[config.mk]
export PLATFORM = sky130hd
export DESIGN_NAME = lsu_top
export DESIGN_NICKNAME = d
export VERILOG_FILES = /design/src/verilog/lsu_pkg.sv /design/src/verilog/lsu_ecc.sv /design/src/verilog/lsu_addr_gen.sv /design/src/verilog/lsu_load_align.sv /design/src/verilog/lsu_ctl.sv /design/src/verilog/lsu_top.sv
export SDC_FILE = /design/constraint.sdc
export NUM_CORES = 1
export LEC_CHECK = 0
export ABC_AREA = 1
export BUFFER_PORTS_ARGS = -buffer_cell sky130_fd_sc_hd__buf_2
export CAP_MARGIN = 10
export CORE_MARGIN = 1
export CORE_UTILIZATION = 30
export DETAILED_ROUTE_END_ITERATION = 16
export GPL_ROUTABILITY_DRIVEN = 1
export HOLD_SLACK_MARGIN = 0.1
export SYNTH_ARGS = -nofsm -noshare
export SYNTH_HDL_FRONTEND = slang
export SYNTH_HIERARCHICAL = 1
export SYNTH_SLANG_ARGS = --single-unit
[constraint.sdc]
create_clock -name clk -period 7.3 [get_ports clk]
set_input_delay 0.73 -clock clk [delete_from_list [all_inputs] [get_ports clk]]
set_output_delay 0.73 -clock clk [all_outputs]
set_load 0.01 [all_outputs]
[src/verilog/lsu_pkg.sv]
`default_nettype none

package lsu_pkg;

   // ********************
   // Widths
   // ********************

   localparam int DATA_W   = 32;                // Load/store data word
   localparam int ECC_W    = 7;                 // Six Hamming bits plus overall parity
   localparam int DCCM_W   = DATA_W + ECC_W;    // Stored word with check bits
   localparam int OFFSET_W = 12;                // Signed immediate offset

   // ********************
   // Encodings
   // ********************

   // Access size of a load or store
   typedef enum logic [1:0] {
      size_byte = 2'd0,
      size_half = 2'd1,
      size_word = 2'd2
   } lsu_size_e;

   // Fault reported on err_type
   typedef enum logic [1:0] {
      exc_none       = 2'd0,
      exc_access     = 2'd1,   // Address outside the DCCM window
      exc_misaligned = 2'd2,   // Half at odd address or word off a 4-byte boundary
      exc_ecc        = 2'd3    // Uncorrectable read data
   } lsu_exc_e;

endpackage

`default_nettype wire

[src/verilog/lsu_ecc.sv]
`timescale 1ns/1ps
`default_nettype none

// SECDED (39,32) over Hamming positions 1..38 with check bits at powers of two
// Stored word is {overall parity, check[5:0], data[31:0]}
module lsu_ecc import lsu_pkg::*; (
   input  logic [DATA_W-1:0] store_data,
   input  logic [DCCM_W-1:0] dccm_rd_data,
   output logic [DCCM_W-1:0] dccm_wr_data,
   output logic [DATA_W-1:0] corr_data,
   output logic              single_err_dc2,
   output logic              double_err_dc2
);

   localparam int HAM_W  = ECC_W - 1;    // Hamming check bits
   localparam int CW_LEN = DCCM_W - 1;   // Codeword positions without overall parity

   // Place data bits on the non power-of-two positions
   function automatic logic [CW_LEN:1] spread(input logic [DATA_W-1:0] d);
      logic [CW_LEN:1] cw;
      int              j;
      cw = '0;
      j  = 0;
      for (int p = 1; p <= CW_LEN; p++) begin
         if ((p & (p - 1)) != 0) begin
            cw[p] = d[j];
            j++;
         end
      end
      return cw;
   endfunction

   function automatic logic [DATA_W-1:0] gather(input logic [CW_LEN:1] cw);
      logic [DATA_W-1:0] d;
      int                j;
      d = '0;
      j = 0;
      for (int p = 1; p <= CW_LEN; p++) begin
         if ((p & (p - 1)) != 0) begin
            d[j] = cw[p];
            j++;
         end
      end
      return d;
   endfunction

   // XOR of the positions of all set bits
   function automatic logic [HAM_W-1:0] syndrome(input logic [CW_LEN:1] cw);
      logic [HAM_W-1:0] s;
      s = '0;
      for (int p = 1; p <= CW_LEN; p++) begin
         if (cw[p]) begin
            s = s ^ HAM_W'(p);
         end
      end
      return s;
   endfunction

   logic [HAM_W-1:0]  wr_chk;
   logic [DATA_W-1:0] rd_word;
   logic [HAM_W-1:0]  rd_chk;
   logic [HAM_W-1:0]  syn;
   logic              par_err;
   logic [CW_LEN:1]   rd_cw;

   // ********************
   // Encode
   // ********************

   assign wr_chk       = syndrome(spread(store_data));
   assign dccm_wr_data = {^{store_data, wr_chk}, wr_chk, store_data};   // Even overall parity

   // ********************
   // Decode
   // ********************

   assign rd_word = dccm_rd_data[DATA_W-1:0];
   assign rd_chk  = dccm_rd_data[DCCM_W-2:DATA_W];
   assign syn     = syndrome(spread(rd_word)) ^ rd_chk;
   assign par_err = ^dccm_rd_data;

   assign single_err_dc2 = par_err;                     // Includes a flipped parity bit
   assign double_err_dc2 = (syn != '0) & ~par_err;

   always_comb begin
      rd_cw = spread(rd_word);
      if (par_err && (syn != '0) && (int'(syn) <= CW_LEN)) begin
         rd_cw[syn] = ~rd_cw[syn];   // Check bit positions drop out in gather
      end
      corr_data = gather(rd_cw);
   end

endmodule

`default_nettype wire

[src/verilog/lsu_addr_gen.sv]
`timescale 1ns/1ps
`default_nettype none

module lsu_addr_gen import lsu_pkg::*; #(
   parameter logic [31:0] DCCM_BASE = 32'hf004_0000,
   parameter int          DCCM_AW   = 10
) (
   input  logic                clk,
   input  logic                arst_n,
   input  logic                lsu_valid,
   input  logic [31:0]         rs1,
   input  logic [OFFSET_W-1:0] offset,
   input  lsu_size_e           lsu_size,
   input  logic                lsu_unsign,
   output logic [DCCM_AW-1:0]  dccm_addr,
   output logic                access_fault_dc1,
   output logic                misaligned_dc1,
   output logic [31:0]         addr_dc2,
   output lsu_size_e           size_dc2,
   output logic                unsign_dc2
);

   logic [31:0] addr_d;
   logic [31:0] dccm_off;
   logic        in_dccm;
   logic        misaligned;
   logic [31:0] addr_dc1;
   lsu_size_e   size_dc1;
   logic        unsign_dc1;

   assign addr_d   = rs1 + {{(32-OFFSET_W){offset[OFFSET_W-1]}}, offset};
   assign dccm_off = addr_d - DCCM_BASE;                  // Wraps high below the base
   assign in_dccm  = (dccm_off >> (DCCM_AW + 2)) == '0;

   always_comb begin
      case (lsu_size)
         size_byte: misaligned = 1'b0;
         size_half: misaligned = addr_d[0];
         default:   misaligned = |addr_d[1:0];
      endcase
   end

   always_ff @(posedge clk or negedge arst_n) begin
      if (!arst_n) begin
         access_fault_dc1 <= 1'b0;
         misaligned_dc1   <= 1'b0;
      end else begin
         access_fault_dc1 <= lsu_valid & ~in_dccm;
         misaligned_dc1   <= lsu_valid & misaligned;
      end
   end

   // Address and attributes follow the op through dc1 and dc2
   always_ff @(posedge clk) begin
      if (lsu_valid) begin
         addr_dc1   <= addr_d;
         size_dc1   <= lsu_size;
         unsign_dc1 <= lsu_unsign;
      end
      addr_dc2   <= addr_dc1;
      size_dc2   <= size_dc1;
      unsign_dc2 <= unsign_dc1;
   end

   // Base is aligned to the DCCM size, so the low bits index the word
   assign dccm_addr = addr_dc1[DCCM_AW+1:2];

endmodule

`default_nettype wire

[src/verilog/lsu_load_align.sv]
`timescale 1ns/1ps
`default_nettype none

module lsu_load_align import lsu_pkg::*; (
   input  logic              clk,
   input  logic              arst_n,
   input  logic [DATA_W-1:0] corr_data,
   input  logic [1:0]        addr_dc2,
   input  lsu_size_e         size_dc2,
   input  logic              unsign_dc2,
   input  logic              ld_done_dc2,
   output logic              result_valid,
   output logic [DATA_W-1:0] result
);

   logic [DATA_W-1:0] shifted;
   logic [DATA_W-1:0] aligned;

   assign shifted = corr_data >> {addr_dc2, 3'b000};   // Addressed byte to bit 0

   always_comb begin
      case (size_dc2)
         size_byte: aligned = {{(DATA_W-8){~unsign_dc2 & shifted[7]}}, shifted[7:0]};
         size_half: aligned = {{(DATA_W-16){~unsign_dc2 & shifted[15]}}, shifted[15:0]};
         default:   aligned = shifted;
      endcase
   end

   // ********************
   // dc3 result
   // ********************

   always_ff @(posedge clk or negedge arst_n) begin
      if (!arst_n) begin
         result_valid <= 1'b0;
      end else begin
         result_valid <= ld_done_dc2;
      end
   end

   always_ff @(posedge clk) begin
      if (ld_done_dc2) begin
         result <= aligned;
      end
   end

endmodule

`default_nettype wire

[src/verilog/lsu_ctl.sv]
`timescale 1ns/1ps
`default_nettype none

module lsu_ctl import lsu_pkg::*; (
   input  logic        clk,
   input  logic        arst_n,
   input  logic        lsu_valid,
   input  logic        lsu_load,
   input  logic        lsu_store,
   input  logic        flush,
   input  logic        access_fault_dc1,
   input  logic        misaligned_dc1,
   input  logic        single_err_dc2,
   input  logic        double_err_dc2,
   input  logic [31:0] addr_dc2,
   output logic        dccm_rden,
   output logic        dccm_wren,
   output logic        ld_done_dc2,
   output logic        single_ecc_incr,
   output logic        err_valid,
   output logic        err_store,
   output lsu_exc_e    err_type,
   output logic [31:0] err_addr,
   output logic        lsu_idle
);

   logic     valid_dc1, load_dc1, store_dc1;
   logic     valid_dc2, load_dc2, store_dc2;
   logic     access_fault_dc2, misaligned_dc2;
   logic     fault_dc1;
   logic     live_dc2;
   logic     err_dc2;
   lsu_exc_e exc_dc2;

   // ********************
   // Stage flags
   // ********************

   always_ff @(posedge clk or negedge arst_n) begin
      if (!arst_n) begin
         valid_dc1        <= 1'b0;
         load_dc1         <= 1'b0;
         store_dc1        <= 1'b0;
         valid_dc2        <= 1'b0;
         load_dc2         <= 1'b0;
         store_dc2        <= 1'b0;
         access_fault_dc2 <= 1'b0;
         misaligned_dc2   <= 1'b0;
      end else begin
         valid_dc1        <= lsu_valid & (lsu_load | lsu_store);
         load_dc1         <= lsu_load;
         store_dc1        <= lsu_store & ~lsu_load;   // Load wins if both are set
         valid_dc2        <= valid_dc1 & ~flush;      // Flush kills dc1
         load_dc2         <= load_dc1;
         store_dc2        <= store_dc1;
         access_fault_dc2 <= access_fault_dc1;
         misaligned_dc2   <= misaligned_dc1;
      end
   end

   // Memory access only for a clean, unflushed op in dc1
   assign fault_dc1 = access_fault_dc1 | misaligned_dc1;
   assign dccm_rden = valid_dc1 & load_dc1 & ~fault_dc1 & ~flush;
   assign dccm_wren = valid_dc1 & store_dc1 & ~fault_dc1 & ~flush;

   // ********************
   // dc2 outcome
   // ********************

   assign live_dc2 = valid_dc2 & ~flush;

   // Address faults take priority over the ECC check
   always_comb begin
      if (access_fault_dc2) begin
         exc_dc2 = exc_access;
      end else if (misaligned_dc2) begin
         exc_dc2 = exc_misaligned;
      end else if (load_dc2 && double_err_dc2) begin
         exc_dc2 = exc_ecc;
      end else begin
         exc_dc2 = exc_none;
      end
   end

   assign ld_done_dc2 = live_dc2 & load_dc2 & (exc_dc2 == exc_none);
   assign err_dc2     = live_dc2 & (exc_dc2 != exc_none);

   always_ff @(posedge clk or negedge arst_n) begin
      if (!arst_n) begin
         err_valid       <= 1'b0;
         single_ecc_incr <= 1'b0;
      end else begin
         err_valid       <= err_dc2;
         single_ecc_incr <= ld_done_dc2 & single_err_dc2;   // Corrected load only
      end
   end

   // Error details hold until the next fault
   always_ff @(posedge clk) begin
      if (err_dc2) begin
         err_store <= store_dc2;
         err_type  <= exc_dc2;
         err_addr  <= addr_dc2;
      end
   end

   assign lsu_idle = ~(valid_dc1 | valid_dc2);

endmodule

`default_nettype wire

[src/verilog/lsu_top.sv]
`timescale 1ns/1ps
`default_nettype none

// Pipeline: request -> dc1 (memory access) -> dc2 (check, align) -> dc3 (result)
// Store data is taken during dc1, the cycle in which dccm_wren is driven
module lsu_top import lsu_pkg::*; #(
   parameter logic [31:0] DCCM_BASE = 32'hf004_0000,
   parameter int          DCCM_AW   = 10
) (
   input  logic                clk,
   input  logic                arst_n,
   input  logic                lsu_valid,
   input  logic                lsu_load,
   input  logic                lsu_store,
   input  lsu_size_e           lsu_size,
   input  logic                lsu_unsign,
   input  logic [31:0]         rs1,
   input  logic [OFFSET_W-1:0] offset,
   input  logic [DATA_W-1:0]   store_data,
   input  logic                flush,
   input  logic [DCCM_W-1:0]   dccm_rd_data,
   output logic                dccm_rden,
   output logic                dccm_wren,
   output logic [DCCM_AW-1:0]  dccm_addr,
   output logic [DCCM_W-1:0]   dccm_wr_data,
   output logic                result_valid,
   output logic [DATA_W-1:0]   result,
   output logic                single_ecc_incr,
   output logic                err_valid,
   output logic                err_store,
   output lsu_exc_e            err_type,
   output logic [31:0]         err_addr,
   output logic                lsu_idle
);

   logic              access_fault_dc1;
   logic              misaligned_dc1;
   logic [31:0]       addr_dc2;
   lsu_size_e         size_dc2;
   logic              unsign_dc2;
   logic [DATA_W-1:0] corr_data;
   logic              single_err_dc2;
   logic              double_err_dc2;
   logic              ld_done_dc2;

   lsu_ctl u_lsu_ctl (
      .clk              (clk),
      .arst_n           (arst_n),
      .lsu_valid        (lsu_valid),
      .lsu_load         (lsu_load),
      .lsu_store        (lsu_store),
      .flush            (flush),
      .access_fault_dc1 (access_fault_dc1),
      .misaligned_dc1   (misaligned_dc1),
      .single_err_dc2   (single_err_dc2),
      .double_err_dc2   (double_err_dc2),
      .addr_dc2         (addr_dc2),
      .dccm_rden        (dccm_rden),
      .dccm_wren        (dccm_wren),
      .ld_done_dc2      (ld_done_dc2),
      .single_ecc_incr  (single_ecc_incr),
      .err_valid        (err_valid),
      .err_store        (err_store),
      .err_type         (err_type),
      .err_addr         (err_addr),
      .lsu_idle         (lsu_idle)
   );

   lsu_addr_gen #(
      .DCCM_BASE (DCCM_BASE),
      .DCCM_AW   (DCCM_AW)
   ) u_lsu_addr_gen (
      .clk              (clk),
      .arst_n           (arst_n),
      .lsu_valid        (lsu_valid),
      .rs1              (rs1),
      .offset           (offset),
      .lsu_size         (lsu_size),
      .lsu_unsign       (lsu_unsign),
      .dccm_addr        (dccm_addr),
      .access_fault_dc1 (access_fault_dc1),
      .misaligned_dc1   (misaligned_dc1),
      .addr_dc2         (addr_dc2),
      .size_dc2         (size_dc2),
      .unsign_dc2       (unsign_dc2)
   );

   lsu_ecc u_lsu_ecc (
      .store_data     (store_data),
      .dccm_rd_data   (dccm_rd_data),
      .dccm_wr_data   (dccm_wr_data),
      .corr_data      (corr_data),
      .single_err_dc2 (single_err_dc2),
      .double_err_dc2 (double_err_dc2)
   );

   lsu_load_align u_lsu_load_align (
      .clk          (clk),
      .arst_n       (arst_n),
      .corr_data    (corr_data),
      .addr_dc2     (addr_dc2[1:0]),   // Byte offset only
      .size_dc2     (size_dc2),
      .unsign_dc2   (unsign_dc2),
      .ld_done_dc2  (ld_done_dc2),
      .result_valid (result_valid),
      .result       (result)
   );

endmodule

`default_nettype wire

# Word level (Yosys, flattened, before mapping)
# Cells that the tools add are included.
totals:
  romBits: 0
  output_inout_bits: 122
  register_bits: 150
  mem_count: 0
  elab_cells: 212
  ramBits: 0
  latchBits: 0
  inputBits: 124
op_classes:
  add_sub_neg: 2
  n_shift: 1
  n_reduce_logical: 13
  div_mod_pow: 0
  mux: 75
  n_eq_ne: 2
  n_bitwise: 93
  mul: 0
  magnitude_cmp: 3
ops:
  columns: ["operator", "count"]
  rows:
  - ["$mux 5", 30]
  - ["$not 3->3", 26]
  - ["$mux 6", 12]
  - ["$pmux 32 s2", 1]
  - ["$mux 4", 14]
  - ["$not 2->2", 24]
  - ["$not 4->4", 10]
  - ["$reduce_xor 39->1", 1]
  - ["$bwmux 38", 1]
  - ["$mux 38", 1]
  - ["$reduce_xor 38->1", 1]
  - ["$add 32x32->32", 1]
  - ["$logic_not 32->1", 1]
  - ["$shr 32x5->32", 1]
  - ["$sub 32x32->32 const B", 1]
  - ["$and 1x1->1", 19]
  - ["$mux 3", 6]
  - ["$mux 2", 5]
  - ["$not 5->5", 2]
  - ["$not 1->1", 8]
  - ["$lt 6x7->1 const B", 1]
  - ["$bmux 1 s6", 1]
  - ["$demux 1 s6", 1]
  - ["$ge 6x1->1 const B", 1]
  - ["other kinds (11)", 20]

# Logic depth before layout (Yosys ltp)
# Gate-level depths: netlist (run 1).
depth:
  word_depth: 73
  ltp_mapped: 31
  ltp_nobuf: 26

# Hierarchy
# Netlist (run 1), hierarchy kept.
modules_own_cells:
  columns: ["mod", "cells_each", "n_inst", "seq_area_each_um2", "area_each_um2"]
  rows:
  - ["lsu_addr_gen", 652, 1, 1801.7, 4589.4]
  - ["lsu_ecc", 756, 1, 0.0, 3978.8]
  - ["lsu_load_align", 188, 1, 985.9, 1824.2]
  - ["lsu_ctl", 69, 1, 1301.2, 1415.1]

# Worst setup path before layout (run 1)
# OpenSTA, ideal clock, no wires.
synth_timing:
  kind: "input to register"
  startpoint: "input dccm_rd_data[10]"
  endpoint: "register u_lsu_load_align.result[0], enable pin"
  required_ps: 6878
  arrival_ps: 3630
  setup_ps: 422
  setup_slack_ps: 3248
  path_buffers: 2
  path_stages: 21
  path_cell_list: "buf_6 inv_2 nand2_1 nand2_1 nand2_1 nand2_1 nand2_1 nand2_1 inv_1 nand2_1 nand2_1 nand2_2 nand2_4 buf_8 nor2_1 nand2_1 nand2_1 inv_1 nand2_1 nand3_2 nor2_1"
synth_via:
  elab_chain_len: 42
  elab_cells_between_ends: 54
  cone_classes: "25 x mux; 25 x bitwise; 4 x reduce/logical"
synth_rtl:
  columns: ["element", "line", "text"]
  rows:
  - ["start, declared", "lsu_top.sv:21", "input logic [DCCM_W-1:0] dccm_rd_data,"]
  - ["$mux 4", "lsu_ecc.sv:52", "if (cw[p]) begin"]
  - ["$not 2->2 (no source line) / $mux 5 (equally long branches)", null, null]
  - ["$mux 5 / $not 2->2 (equally long branches)", null, null]
  - ["$mux 5", "lsu_ecc.sv:52", null]
  - ["$not 3->3 (no source line) / $not 2->2 (equally long branches)", null, null]
  - ["$mux 5", "lsu_ecc.sv:52", null]
  - ["$mux 5 / $not 3->3 (equally long branches)", null, null]
  - ["$not 3->3 (no source line) / $mux 5 (equally long branches)", null, null]
  - ["[28 not listed]", null, null]
  - ["via double_err_dc2", "lsu_top.sv:43", "logic double_err_dc2;"]
  - ["$logic_and 1x1->1 *", "lsu_ctl.sv:78", "end else if (load_dc2 && double_err_dc2) begin"]
  - ["$mux 2 *", "lsu_ctl.sv:78", null]
  - ["$mux 2 *", "lsu_ctl.sv:76", "end else if (misaligned_dc2) begin"]
  - ["$mux 2 *", "lsu_ctl.sv:74", "if (access_fault_dc2) begin"]
  - ["$logic_not 2->1 *", "lsu_ctl.sv:85", "assign ld_done_dc2 = live_dc2 & load_dc2 & (exc_dc2 == exc_none);"]
  - ["$and 1x1->1 *", "lsu_ctl.sv:85", null]
  - ["via ld_done_dc2", "lsu_top.sv:44", "logic ld_done_dc2;"]
  - ["end signal, assigned", "lsu_load_align.sv:43", "result <= aligned;"]
  - ["end, declared", "lsu_load_align.sv:13", "output logic [DATA_W-1:0] result"]
# Mark *: on every way through the listed nets, which the timed path passes. The rest lies on a longest branch.
# A chain may end at the register's enable or synchronous reset.

# Final worst setup path (run 1)
layout_timing:
  startpoint: "input dccm_rd_data[31]"
  endpoint: "register u_lsu_load_align.result[24], data pin"
layout_via:
  elab_chain_len: 11
  elab_cells_between_ends: 21
  cone_classes: "3 x order compare; 1 x shift; 8 x mux; 4 x bitwise; 5 x reduce/logical"
layout_rtl:
  columns: ["element", "line", "text"]
  rows:
  - ["$mux 6", "lsu_ecc.sv:52", null]
  - ["$xor 6x6->6", "lsu_ecc.sv:79", "assign syn = syndrome(spread(rd_word)) ^ rd_chk;"]
  - ["$lt 6x7->1 (implied by the code) / $ge 6x1->1 (equally long branches)", "lsu_ecc.sv:88", "rd_cw[syn] = ~rd_cw[syn];"]
  - ["$logic_and 1x1->1 (implied by the code)", "lsu_ecc.sv:88", null]
  - ["$mux 1 (implied by the code)", "lsu_ecc.sv:88", null]
  - ["$demux 1 s6", "lsu_ecc.sv:88", null]
  - ["$bwmux 38", "lsu_ecc.sv:88", null]
  - ["$mux 38 *", "lsu_ecc.sv:87", "if (par_err && (syn != '0) && (int'(syn) <= CW_LEN)) begin"]
  - ["via corr_data[7]", "lsu_top.sv:41", "logic [DATA_W-1:0] corr_data;"]
  - ["$shr 32x5->32 *", "lsu_load_align.sv:19", "assign shifted = corr_data >> {addr_dc2, 3'b000};"]
  - ["$and 1x1->1 (on tied branches)", "lsu_load_align.sv:24, lsu_load_align.sv:23", null]
  - ["$pmux 32 s2 *", "lsu_load_align.sv:22", "case (size_dc2)"]
  - ["via u_lsu_load_align.aligned[24]", "lsu_load_align.sv:17", "logic [DATA_W-1:0] aligned;"]
# Mark *: on every way through the listed nets, which the timed path passes. The rest lies on a longest branch. The select of a mux whose other input is x is not followed.

==> results, run 1 <==
- The leakage power is 7.40 nW.
- For this run, the register share of the synthesized area comes to between 30% and 40%.
- The congestion estimate from routability-driven global placement came to around 0.94.
- For this run, the post-layout net count is between 2,000 and 2,500.
- The final total power is ~0.0033 W.
- The launching element of the worst setup path is dccm_rd_data[31].
- The commonest cells after synthesis are sky130_fd_sc_hd__nand2_1, sky130_fd_sc_hd__inv_1, sky130_fd_sc_hd__nand3_1, sky130_fd_sc_hd__edfxtp_1, sky130_fd_sc_hd__nor2_1.
- The final wirelength is around 35 mm.
- In the final routed layout, each cell accounts on average for approximately 15 um.
- The top cell type by area accounts for approximately a quarter of the synthesized area.
- The die covers roughly 40,000 um^2.
- The floorplan step defined a core boundary enclosing a little under 40,000 um^2.
- The number of cells produced by synthesis is 1,665.
- The number of gates resized after CTS was 0.
- The count of endpoints failing setup in the final report is 0.
- The fraction of power spent switching nets is around 40%.
- The die outline height is roughly 200 um.
- Counting the buffers created by CTS gives 17.
- The floorplan has 72 rows.
- The detailed-router iteration count before antenna repair is 6.
- The buffer levels on the longest clock path is 2.
- The worst slew slack as a fraction of its limit is between 30% and 40%.
- The total of max-cap violations is 0.
- The final-report max-slew violation count came to 0.
- The initial standard-cell utilization of the core is a little under a third.
- The number of failing hold endpoints at the final stage is 0.
- The critical path launch point type is an input pin.
- The number of enable flip-flop cells after synthesis is 102.
- The clock arrives with between 0.01 and 0.015 ns of skew.
- Across every metal layer, demand over resource in global routing totals between 10% and 20%.
- Adding up every negative setup slack in the final design gives 0 ns.
- The routed metal-1 wire length is 15.7 mm.
- TritonCTS built the clock tree.
- The post-detailed-route via-to-cell ratio is roughly 4.6.
- The proportion of power drawn by combinational gates is between 40% and 50%.
- The number of setup buffers added after CTS is 0.
- The path type of the worst setup path is input pin to flip-flop.
- The register bit count reported by yosys is 150.
- Cell internal power was estimated by the tool at slightly below 0.002 W.
- The clock edge transition at the registers on the reported setup and hold paths is ~0.060 ns.
- The sort of element at the end of the critical path is a flip-flop.
- IR analysis of the VDD net gives a maximum drop of ~160 uV.
- After legalization and detailed placement, the total HPWL measured 29.4 mm.
- The met2 wirelength from detailed routing is ~17 mm.
- The number of vias in the routed layout is 10,920.
- In the synthesized netlist the dominant register cell turns out to be sky130_fd_sc_hd__edfxtp_1.
- The flow ran to the end, and the final reports show no timing, DRC or antenna violations.
- The horizontal extent of the die is approximately 200 um.
- STA puts the critical path data arrival time at ~4.6 ns.
- The power per cell area is between 200 and 250 nW/um^2.
- The path category of the worst min-delay check is input pin to asynchronous set/reset pin.
- Entering global routing, the biggest net connects between 40 and 50 pins.
- The post-route netlist has about 20% of its cells at a drive strength greater than 1.
- The number of warning messages in the yosys log is 6.
- The first-pass GRT wire length is ~56 mm.
- The netlist uses 47 different library cells.
- The async set-or-reset flop fraction in the synthesized netlist is roughly 8.7%.
- The DRC violation count after routing is 0.
- Once detail routing completed, the nets flagged for antenna violations numbered 0.
- The highest metal layer carrying signal wires in the routed design is met4.
- Setup repair after global routing left no endpoint under its margin.
- Counting every net in the synthesized netlist gives 1,821.
- Leaving out filler cells and counting taps, the final layout contains between 2,000 and 2,500.
- In this run the power spent charging and discharging nets is ~0.0013 W.
- The portion of total power attributed to sequential cells is 31.5%.
- The ratio of final minimum period to clock period is approximately three fifths.
- The level count of the clock H-tree is 4.
- The clock share of power is ~27%.
- The clock net sink count is 150.
- From synthesis to final layout, the design area changed by 16.7%.
- The clock latency reported for the late side of the worst-skew pair is about 0.43 ns.
- The number of placed instances, taps included is ~2,400.
- The largest driver fanout on the critical path is 24.
- The summed instance area of the synthesized netlist is about 12,000 um^2.
- In the post-synthesis netlist, the cell with the most instances is sky130_fd_sc_hd__nand2_1.
- In the detailed route, the total length drawn on met3 is 2.06 mm.
- At the worst endpoint, the required time is 7.58 ns.
- Sorting the synthesized cells by area gives the leading types as sky130_fd_sc_hd__edfxtp_1, sky130_fd_sc_hd__nand2_1, sky130_fd_sc_hd__inv_1, sky130_fd_sc_hd__dfxtp_1, sky130_fd_sc_hd__xnor2_1.
- The via count of the first global-routing pass is around 10,000.
- The worst register-to-register path begins at u_lsu_addr_gen/addr_dc2[1].
- The number of input and output port buffers inserted is 245.
- The final global-route overflow total is 0.
- Summed over all instances, the cell type with the most area after synthesis is sky130_fd_sc_hd__edfxtp_1.
- Clock tree synthesis selected as its root buffer the cell sky130_fd_sc_hd__clkbuf_16.
- Subtracting the final worst setup slack from the clock period gives approximately 4.3 ns.
- The maximum frequency from static timing analysis is ~230 MHz.
- At the pin with the least slew margin, the transition time is just over 0.9 ns.
- The starting DRC count in detailed routing is just over 800.
- The initial antenna violation count is 3.
- After synthesis, the mean cell area works out to slightly above 7 um^2.
- The worst hold slack after final layout is about 0.21 ns.
- The number of hold buffers added after CTS was 0.
- The total I/O pin count is roughly 250.
==> power by group through the flow <==
stage / registers, W / logic [W] / clock network, W
floorplan: 0.00103 / 0.00105 / 0
global placement: 0.00105 / 0.00134 / 0
detailed placement: 0.00105 / 0.00135 / 0
CTS: 0.00103 / 0.00136 / 0.000905
global route: 0.00104 / 0.00152 / 0.000937
finish: 0.00103 / 0.00136 / 0.000880
==> per-layer routing <==
metal | global-route usage, % | up-vias
li1 | - | 5564
met1 | 22.9 | 4969
met2 | 30.8 | 348
met3 | 2.81 | 39
met4 | 4.20 | 0
met5 | 0 | -
==> cell families (layout without fill, tap and decap cells) <==
family	count (synthesis)	count (layout)	synth area share, %
simple gates	886	886	32.7
buf+inv	365	577	14.0
flops	150	150	34.6
xor+xnor	122	122	9.11
compound gates	110	110	6.09
fa+ha+maj	32	32	3.45
other cells	0	1	0
==> layout make-up <==
class                           instances  area (um^2)
Inverter                              298         1130
Multi-Input combinational cell       1150         6070
Clock inverter                         13          165
Tap cell                              518          648
Clock buffer                           19          433
Antenna cell                            1         2.50
Timing Repair Buffer                  247         1240
Fill cell                            4232        25000
Sequential cell                       150         4090
==> critical path, stage by stage <==
cell,delay [ns]
sky130_fd_sc_hd__buf_2,0.14
sky130_fd_sc_hd__inv_1,0.21
sky130_fd_sc_hd__nand2_1,0.14
sky130_fd_sc_hd__nand2_1,0.13
sky130_fd_sc_hd__xor2_2,0.24
sky130_fd_sc_hd__xnor2_1,0.17
sky130_fd_sc_hd__nand2_1,0.07
sky130_fd_sc_hd__nand2_1,0.17
sky130_fd_sc_hd__clkinv_1,0.29
sky130_fd_sc_hd__nand2_1,0.58
sky130_fd_sc_hd__nand3_1,0.51
sky130_fd_sc_hd__o21ai_0,0.35
sky130_fd_sc_hd__inv_1,0.08
sky130_fd_sc_hd__a21oi_2,0.12
sky130_fd_sc_hd__nand2_1,0.08
sky130_fd_sc_hd__nand3_2,0.10
sky130_fd_sc_hd__nand3_4,0.25
sky130_fd_sc_hd__nand3_1,0.19
==> metrics by stage <==
| stage | util, % | setup slack, ns | area (um^2) |
|---|---|---|---|
| 6_report | 35.6 | 3.00 | 13800 |
| 3_3_place_gp | 34.0 | 2.65 | 13200 |
| 3_5_place_dp | 34.0 | 2.62 | 13200 |
| 4_1_cts | 35.6 | 3.08 | 13800 |
| 5_1_grt | 35.6 | 2.58 | 13800 |
| 2_1_floorplan | - | 3.25 | 11800 |
==> worst paths after layout <==
path	end	slack, ns	cells past startpoint
setup / recovery	u_lsu_load_align/result[24]	3.00	18
hold / removal	u_lsu_ctl/single_ecc_incr	0.21	1
setup reg to reg	u_lsu_load_align/result[24]	5.35	4
hold reg to reg	u_lsu_addr_gen/addr_dc2[1]	0.34	0
max in group asynchronous	u_lsu_addr_gen/misaligned_dc1	6.83	1
min in group clk	u_lsu_addr_gen/addr_dc2[1]	0.34	0
==> layout by cell type (no fill, tap or decap), types with 4 or more instances in the layout <==
cell                        netlist  final
sky130_fd_sc_hd__a22oi_1          7      7
sky130_fd_sc_hd__ha_1            31     31
sky130_fd_sc_hd__inv_8            1      4
sky130_fd_sc_hd__dfrtp_1         13     13
sky130_fd_sc_hd__inv_2           16     17
sky130_fd_sc_hd__nand3_2         10     10
sky130_fd_sc_hd__nor2_2          12     13
sky130_fd_sc_hd__nand4_1         36     36
sky130_fd_sc_hd__o21ai_0         25     25
sky130_fd_sc_hd__xnor2_1         64     64
sky130_fd_sc_hd__nor2_1          95     94
sky130_fd_sc_hd__xor2_1          57     57
sky130_fd_sc_hd__buf_2           12    245
sky130_fd_sc_hd__a21oi_2         21     21
sky130_fd_sc_hd__clkbuf_16        0     17
sky130_fd_sc_hd__a21oi_1         31     31
sky130_fd_sc_hd__dfxtp_1         35     35
sky130_fd_sc_hd__nand3_1        110    110
sky130_fd_sc_hd__edfxtp_1       102    102
sky130_fd_sc_hd__nor2_4           4      4
sky130_fd_sc_hd__o211ai_1        15     15
sky130_fd_sc_hd__o21ai_2          6      6
sky130_fd_sc_hd__nand2_2         27     27
sky130_fd_sc_hd__nand2_1        567    567
sky130_fd_sc_hd__inv_1          279    278
sky130_fd_sc_hd__nand3b_1         6      6
==> state kept, by name, indices dropped and copies added (netlist names), 2 cells and up <==
| name | count |
|---|---|
| u_lsu_addr_gen/addr_dc1 | 32 |
| u_lsu_addr_gen/addr_dc2 | 32 |
| u_lsu_ctl/err_addr | 32 |
| u_lsu_load_align/result | 32 |
| u_lsu_addr_gen/size_dc1 | 2 |
| u_lsu_addr_gen/size_dc2 | 2 |
| u_lsu_ctl/err_type | 2 |
Note: power is estimated with default switching activity, not from simulation.
==> inputs of run 2 (changes only) <==
--- a/config.mk
+++ b/config.mk
@@ -5,7 +5,7 @@
 export SDC_FILE = /design/constraint.sdc
 export NUM_CORES = 1
 export LEC_CHECK = 0
-export ABC_AREA = 1
+export ABC_AREA = 0
 export BUFFER_PORTS_ARGS = -buffer_cell sky130_fd_sc_hd__buf_2
 export CAP_MARGIN = 10
 export CORE_MARGIN = 1
==> constraint.sdc (replaced) <==
create_clock -name clk -period 3.68 [get_ports clk]
set_input_delay 0.368 -clock clk [delete_from_list [all_inputs] [get_ports clk]]
set_output_delay 0.368 -clock clk [all_outputs]
set_load 0.01 [all_outputs]
==> run 2 against run 1 <==
Net effect: wire length decreased by 23%; die area is 17% lower; first-iteration DRC count shrank 44%; clock skew is essentially flat; sequential power increased by 100%; hold slack lost 0.083 ns; total power grew 120%; non-clock buffer count grew 100; critical path depth down 4; global-route usage fell by 1.5 points; combinational power rose to 2.5 times the previous value; critical path type unchanged; critical endpoint is now u_lsu_load_align/result[20].
==> results, run 2 <==
- The final standard cell count with taps included and fillers excluded came to 1,642 (-31%).
- Among all flip-flop cells after synthesis, the most frequent one is sky130_fd_sc_hd__edfxtp_1.
- The horizontal extent of the die was 183 um (-8.9%).
- The clock edge transition at the registers on the reported setup and hold paths is 0.07 ns (about the same).
- The number of gates given a new drive strength after cts was 0 (unchanged).
- The run finished with clean final reports.
- The area growth from synthesis to layout is 28.6%.
- The async set-or-reset flop fraction in the synthesized netlist came to 8.67% (unchanged).
- The clock latency reported for the late side of the worst-skew pair was 0.42 ns (about the same).
- The remaining antenna violation count after routing came to 0 (unchanged).
- The number of buffers created by CTS is 17 (unchanged).
- The post-detailed-route via-to-cell ratio is 4.73 (+3.7%).
- The initial standard-cell utilization of the core was 30.8% (+0.30 points).
- The largest net degree at the start of global routing came to 38 (-21%).
- The die outline height is 183 um (-8.9%).
- The number of different library cells in the post-synthesis netlist is 97 (+110%).
- The core area is 31,800 um^2 (-18%).
- The number of placed instances, taps included is 1,608 (-32%).
- The start point of the worst min-delay path is flush.
- The clock share of power is 24.9% (-2.0 points).
- The average cell area after synthesis is 10.9 um^2 (+54%).
- The worst-case setup slack after placement is -0.131 ns (-2.75 ns).
- The leakage power was 5.31 nW (-28%).
- The cell-internal power is 0.00465 W (+140%).
- The most common cell in the synthesized netlist is sky130_fd_sc_hd__edfxtp_1.
- The worst hold path terminates at u_lsu_ctl/valid_dc2.
- The proportion of layout cells with a drive suffix above 1 is 36.6% (+16 points).
- The number of failing hold endpoints at the final stage is 0 (unchanged).
- The critical path launch point type is an input pin.
- The total I/O pin count came to 246 (unchanged).
- The highest ir drop seen on vdd is 289 uV (+84%).
- The worst hold path passes through 2 cells.
- The initial antenna violation count is 0 (-3).
- The proportion of power drawn by combinational gates is 46.9% (+5.3 points).
- The worst setup path is of the input pin to flip-flop kind.
- The slew at the pin closest to its max-slew limit is 0.918 ns (-0.00987 ns).
- The count of endpoints failing setup in the final report was 0 (unchanged).
- The biggest area consumer among synthesized cells is sky130_fd_sc_hd__edfxtp_1.
- The average wire length per cell after detail routing is 16.4 um (+12%).
- The fraction of power spent switching nets is 36.5% (-3.7 points).
- The number of enable flip-flop cells after synthesis is 102 (unchanged).
- The number of cells produced by synthesis was 899 (-46%).
- In the post-synthesis netlist, the biggest area contributors are sky130_fd_sc_hd__edfxtp_1, sky130_fd_sc_hd__xnor2_1, sky130_fd_sc_hd__dfxtp_1, sky130_fd_sc_hd__ha_1, sky130_fd_sc_hd__xor2_1.
- Dividing the final minimum period by the clock period gives between 90 and 100%.
- The share of the core filled with cells in the final layout is 39.6% (+4.0 points).
- The detailed placer's ending HPWL came to 22.0 mm (-25%).
- The antenna diode count is 0 (-1).
- The number of warning messages in the yosys log is 6 (unchanged).
- The all-layer global routing usage was 16.2% (-1.5 points).
- Setup repair after global routing left no endpoint under its margin.
- The worst slew slack as a fraction of its limit was 38.7% (+0.66 points).
- The first-pass GRT wire length is 41.6 mm (-25%).
- The starting DRC count in detailed routing was 459 (-44%).
- The number of placement rows is 65 (-9.7%).
- The count of fill cells added during filler insertion came to 3,120 (-26%).
- The detailed-router iteration count before antenna repair is 5 (-1).
- The arrival time at the worst endpoint is 3.55 ns (-1.02 ns).
- The via count of the first global-routing pass was 7,604 (-26%).
- The power per cell area is 581 nW/um^2 (+140%).
- The portion of total power attributed to sequential cells is 28.1% (-3.4 points).
- The clock net sink count is 150 (unchanged).
- The number of vias in the routed layout was 7,764 (-29%).
- The cts-stage hold buffer count came to 2 (+2).
- The buffer type at the clock tree root is sky130_fd_sc_hd__clkbuf_16.
- The endpoint identified for the worst register-to-register timing path is u_lsu_load_align/result[12].
- The final setup slack of the worst path is 0.280 ns (-2.72 ns).
- The level count of the clock H-tree is 4 (unchanged).
- The final global-route overflow total was 0 (unchanged).
- The final weighted congestion in routability-driven placement is 0.908 (-3.6%).
- The final instance area is 12,600 um^2 (-8.6%).
- The buffer levels on the longest clock path is 2 (unchanged).
- The final wirelength was 27.0 mm (-23%).
- Leaving out fill and tap cells, the most frequent cell in the layout is sky130_fd_sc_hd__buf_2.
- The setup slack of the worst register-to-register path is 1.55 ns (-3.80 ns).
- The logic depth of the worst register-to-register path is 5 (+1).
- TritonCTS built the clock tree.
- The startpoint of the most critical register-to-register path is u_lsu_addr_gen/addr_dc2[0].
- The largest driver fanout on the critical path was 16 (-33%).
- The clock skew after layout came to 0.0114 ns (-0.000175 ns).
- The sort of element at the end of the critical path is a flip-flop.
- The final-report max-slew violation count is 0 (unchanged).
- The number of input and output port buffers inserted came to 245 (unchanged).
- The path category of the worst min-delay check is input pin to flip-flop.
- The placement-stage cell area came to 11,900 um^2 (-9.4%).
- The net count after synthesis came to 1,055 (-42%).
- Timing would allow up to around 290 MHz.
- The number of setup buffers added after CTS is 0 (unchanged).
- The post-layout net count was 1,350 (-33%).
- The summed instance area of the synthesized netlist was 9790 um^2 (-17%).
- The DRC violation count after routing was 0 (unchanged).
- The sequential element share of the synthesized area is 41.8% (+7.1 points).
- The library cells used most frequently in the layout, excluding fill and tap cells, are sky130_fd_sc_hd__buf_2, sky130_fd_sc_hd__edfxtp_1, sky130_fd_sc_hd__xnor2_1.
- After layout, the minimum clock period comes to between 3 and 4 ns.
- The share of Yosys cell area claimed by the top area cell type is 31.3% (+5.3 points).
- The total of max-cap violations came to 0 (unchanged).
- The data required time at the worst endpoint is 3.83 ns (-3.75 ns).
- By count the netlist is led by sky130_fd_sc_hd__edfxtp_1, sky130_fd_sc_hd__xnor2_1, sky130_fd_sc_hd__nand2_1, sky130_fd_sc_hd__nor2_1, sky130_fd_sc_hd__buf_4.
- The register bit count reported by yosys came to 150 (unchanged).
- The net switching power figure was 0.00267 W (+100%).
- The overall die area is 33,400 um^2 (-17%).
run 2: power by group through the flow:
stage / clock, W / combinational [W] / sequential, W
floorplan: 0 / 0.00208 / 0.00208
global placement: 0 / 0.00340 / 0.00210
finish: 0.00183 / 0.00344 / 0.00206
detailed placement: 0 / 0.00341 / 0.00210
global route: 0.00196 / 0.00370 / 0.00207
CTS: 0.00189 / 0.00343 / 0.00206
run 2: critical path: stages:
cell and delay [ns]:
sky130_fd_sc_hd__buf_2 0.11, sky130_fd_sc_hd__xor2_1 0.24, sky130_fd_sc_hd__xnor3_1 0.48, sky130_fd_sc_hd__xnor2_1 0.15
sky130_fd_sc_hd__buf_4 0.14, sky130_fd_sc_hd__xnor3_2 0.30, sky130_fd_sc_hd__or4b_1 0.48, sky130_fd_sc_hd__nor2_2 0.11
sky130_fd_sc_hd__mux2_1 0.39, sky130_fd_sc_hd__mux2i_1 0.21, sky130_fd_sc_hd__mux2i_1 0.12, sky130_fd_sc_hd__o211ai_2 0.20
sky130_fd_sc_hd__buf_12 0.17, sky130_fd_sc_hd__o21ai_0 0.09
run 2: kinds of logic after synthesis:
logic type | share of synthesized area [%]
simple gates | 13.4
fa+ha+maj | 4.17
xor+xnor | 16.7
mux | 5.42
flops | 41.8
buf+inv | 5.74
compound gates | 12.8
run 2: cell type report:
type,count,area (um^2),share of cell area [%]
Tap cell,435,544,4.32
Clock buffer,17,425,3.38
Timing Repair Buffer,347,2060,16.4
Clock inverter,15,209,1.66
Sequential cell,150,4090,32.5
Inverter,21,78.8,0.626
Multi-Input combinational cell,657,5180,41.2
run 2: metal layers:
layer,vias up,wire (um),GRT usage (%)
met5,-,0,0
li1,3821,-,-
met4,0,609,5.61
met3,37,1030,2.47
met1,3692,12100,20.6
met2,214,13300,27.9
run 2: how the worst max path moves through the flow:
stage                      from                          end  slack, ns
2_1_floorplan   dccm_rd_data[0]   u_lsu_load_align/result[0]      0.009
3_3_place_gp   dccm_rd_data[21]  u_lsu_load_align/result[17]      -0.06
3_5_place_dp   dccm_rd_data[21]  u_lsu_load_align/result[20]      -0.13
4_1_cts        dccm_rd_data[21]  u_lsu_load_align/result[20]       0.31
5_1_grt         dccm_rd_data[0]  u_lsu_load_align/result[12]       0.13
6_report       dccm_rd_data[11]  u_lsu_load_align/result[20]       0.28
run 2: through the flow:
stage | hold slack [ns] | total power, W | TNS, ns
after floorplan | 0.0724 | 0.00416 | 0
after global placement | 0.267 | 0.00549 | -0.689
after detailed placement | 0.269 | 0.00551 | -1.76
after CTS | 0.104 | 0.00738 | 0
after global routing | 0.105 | 0.00773 | 0
final | 0.127 | 0.00732 | 0
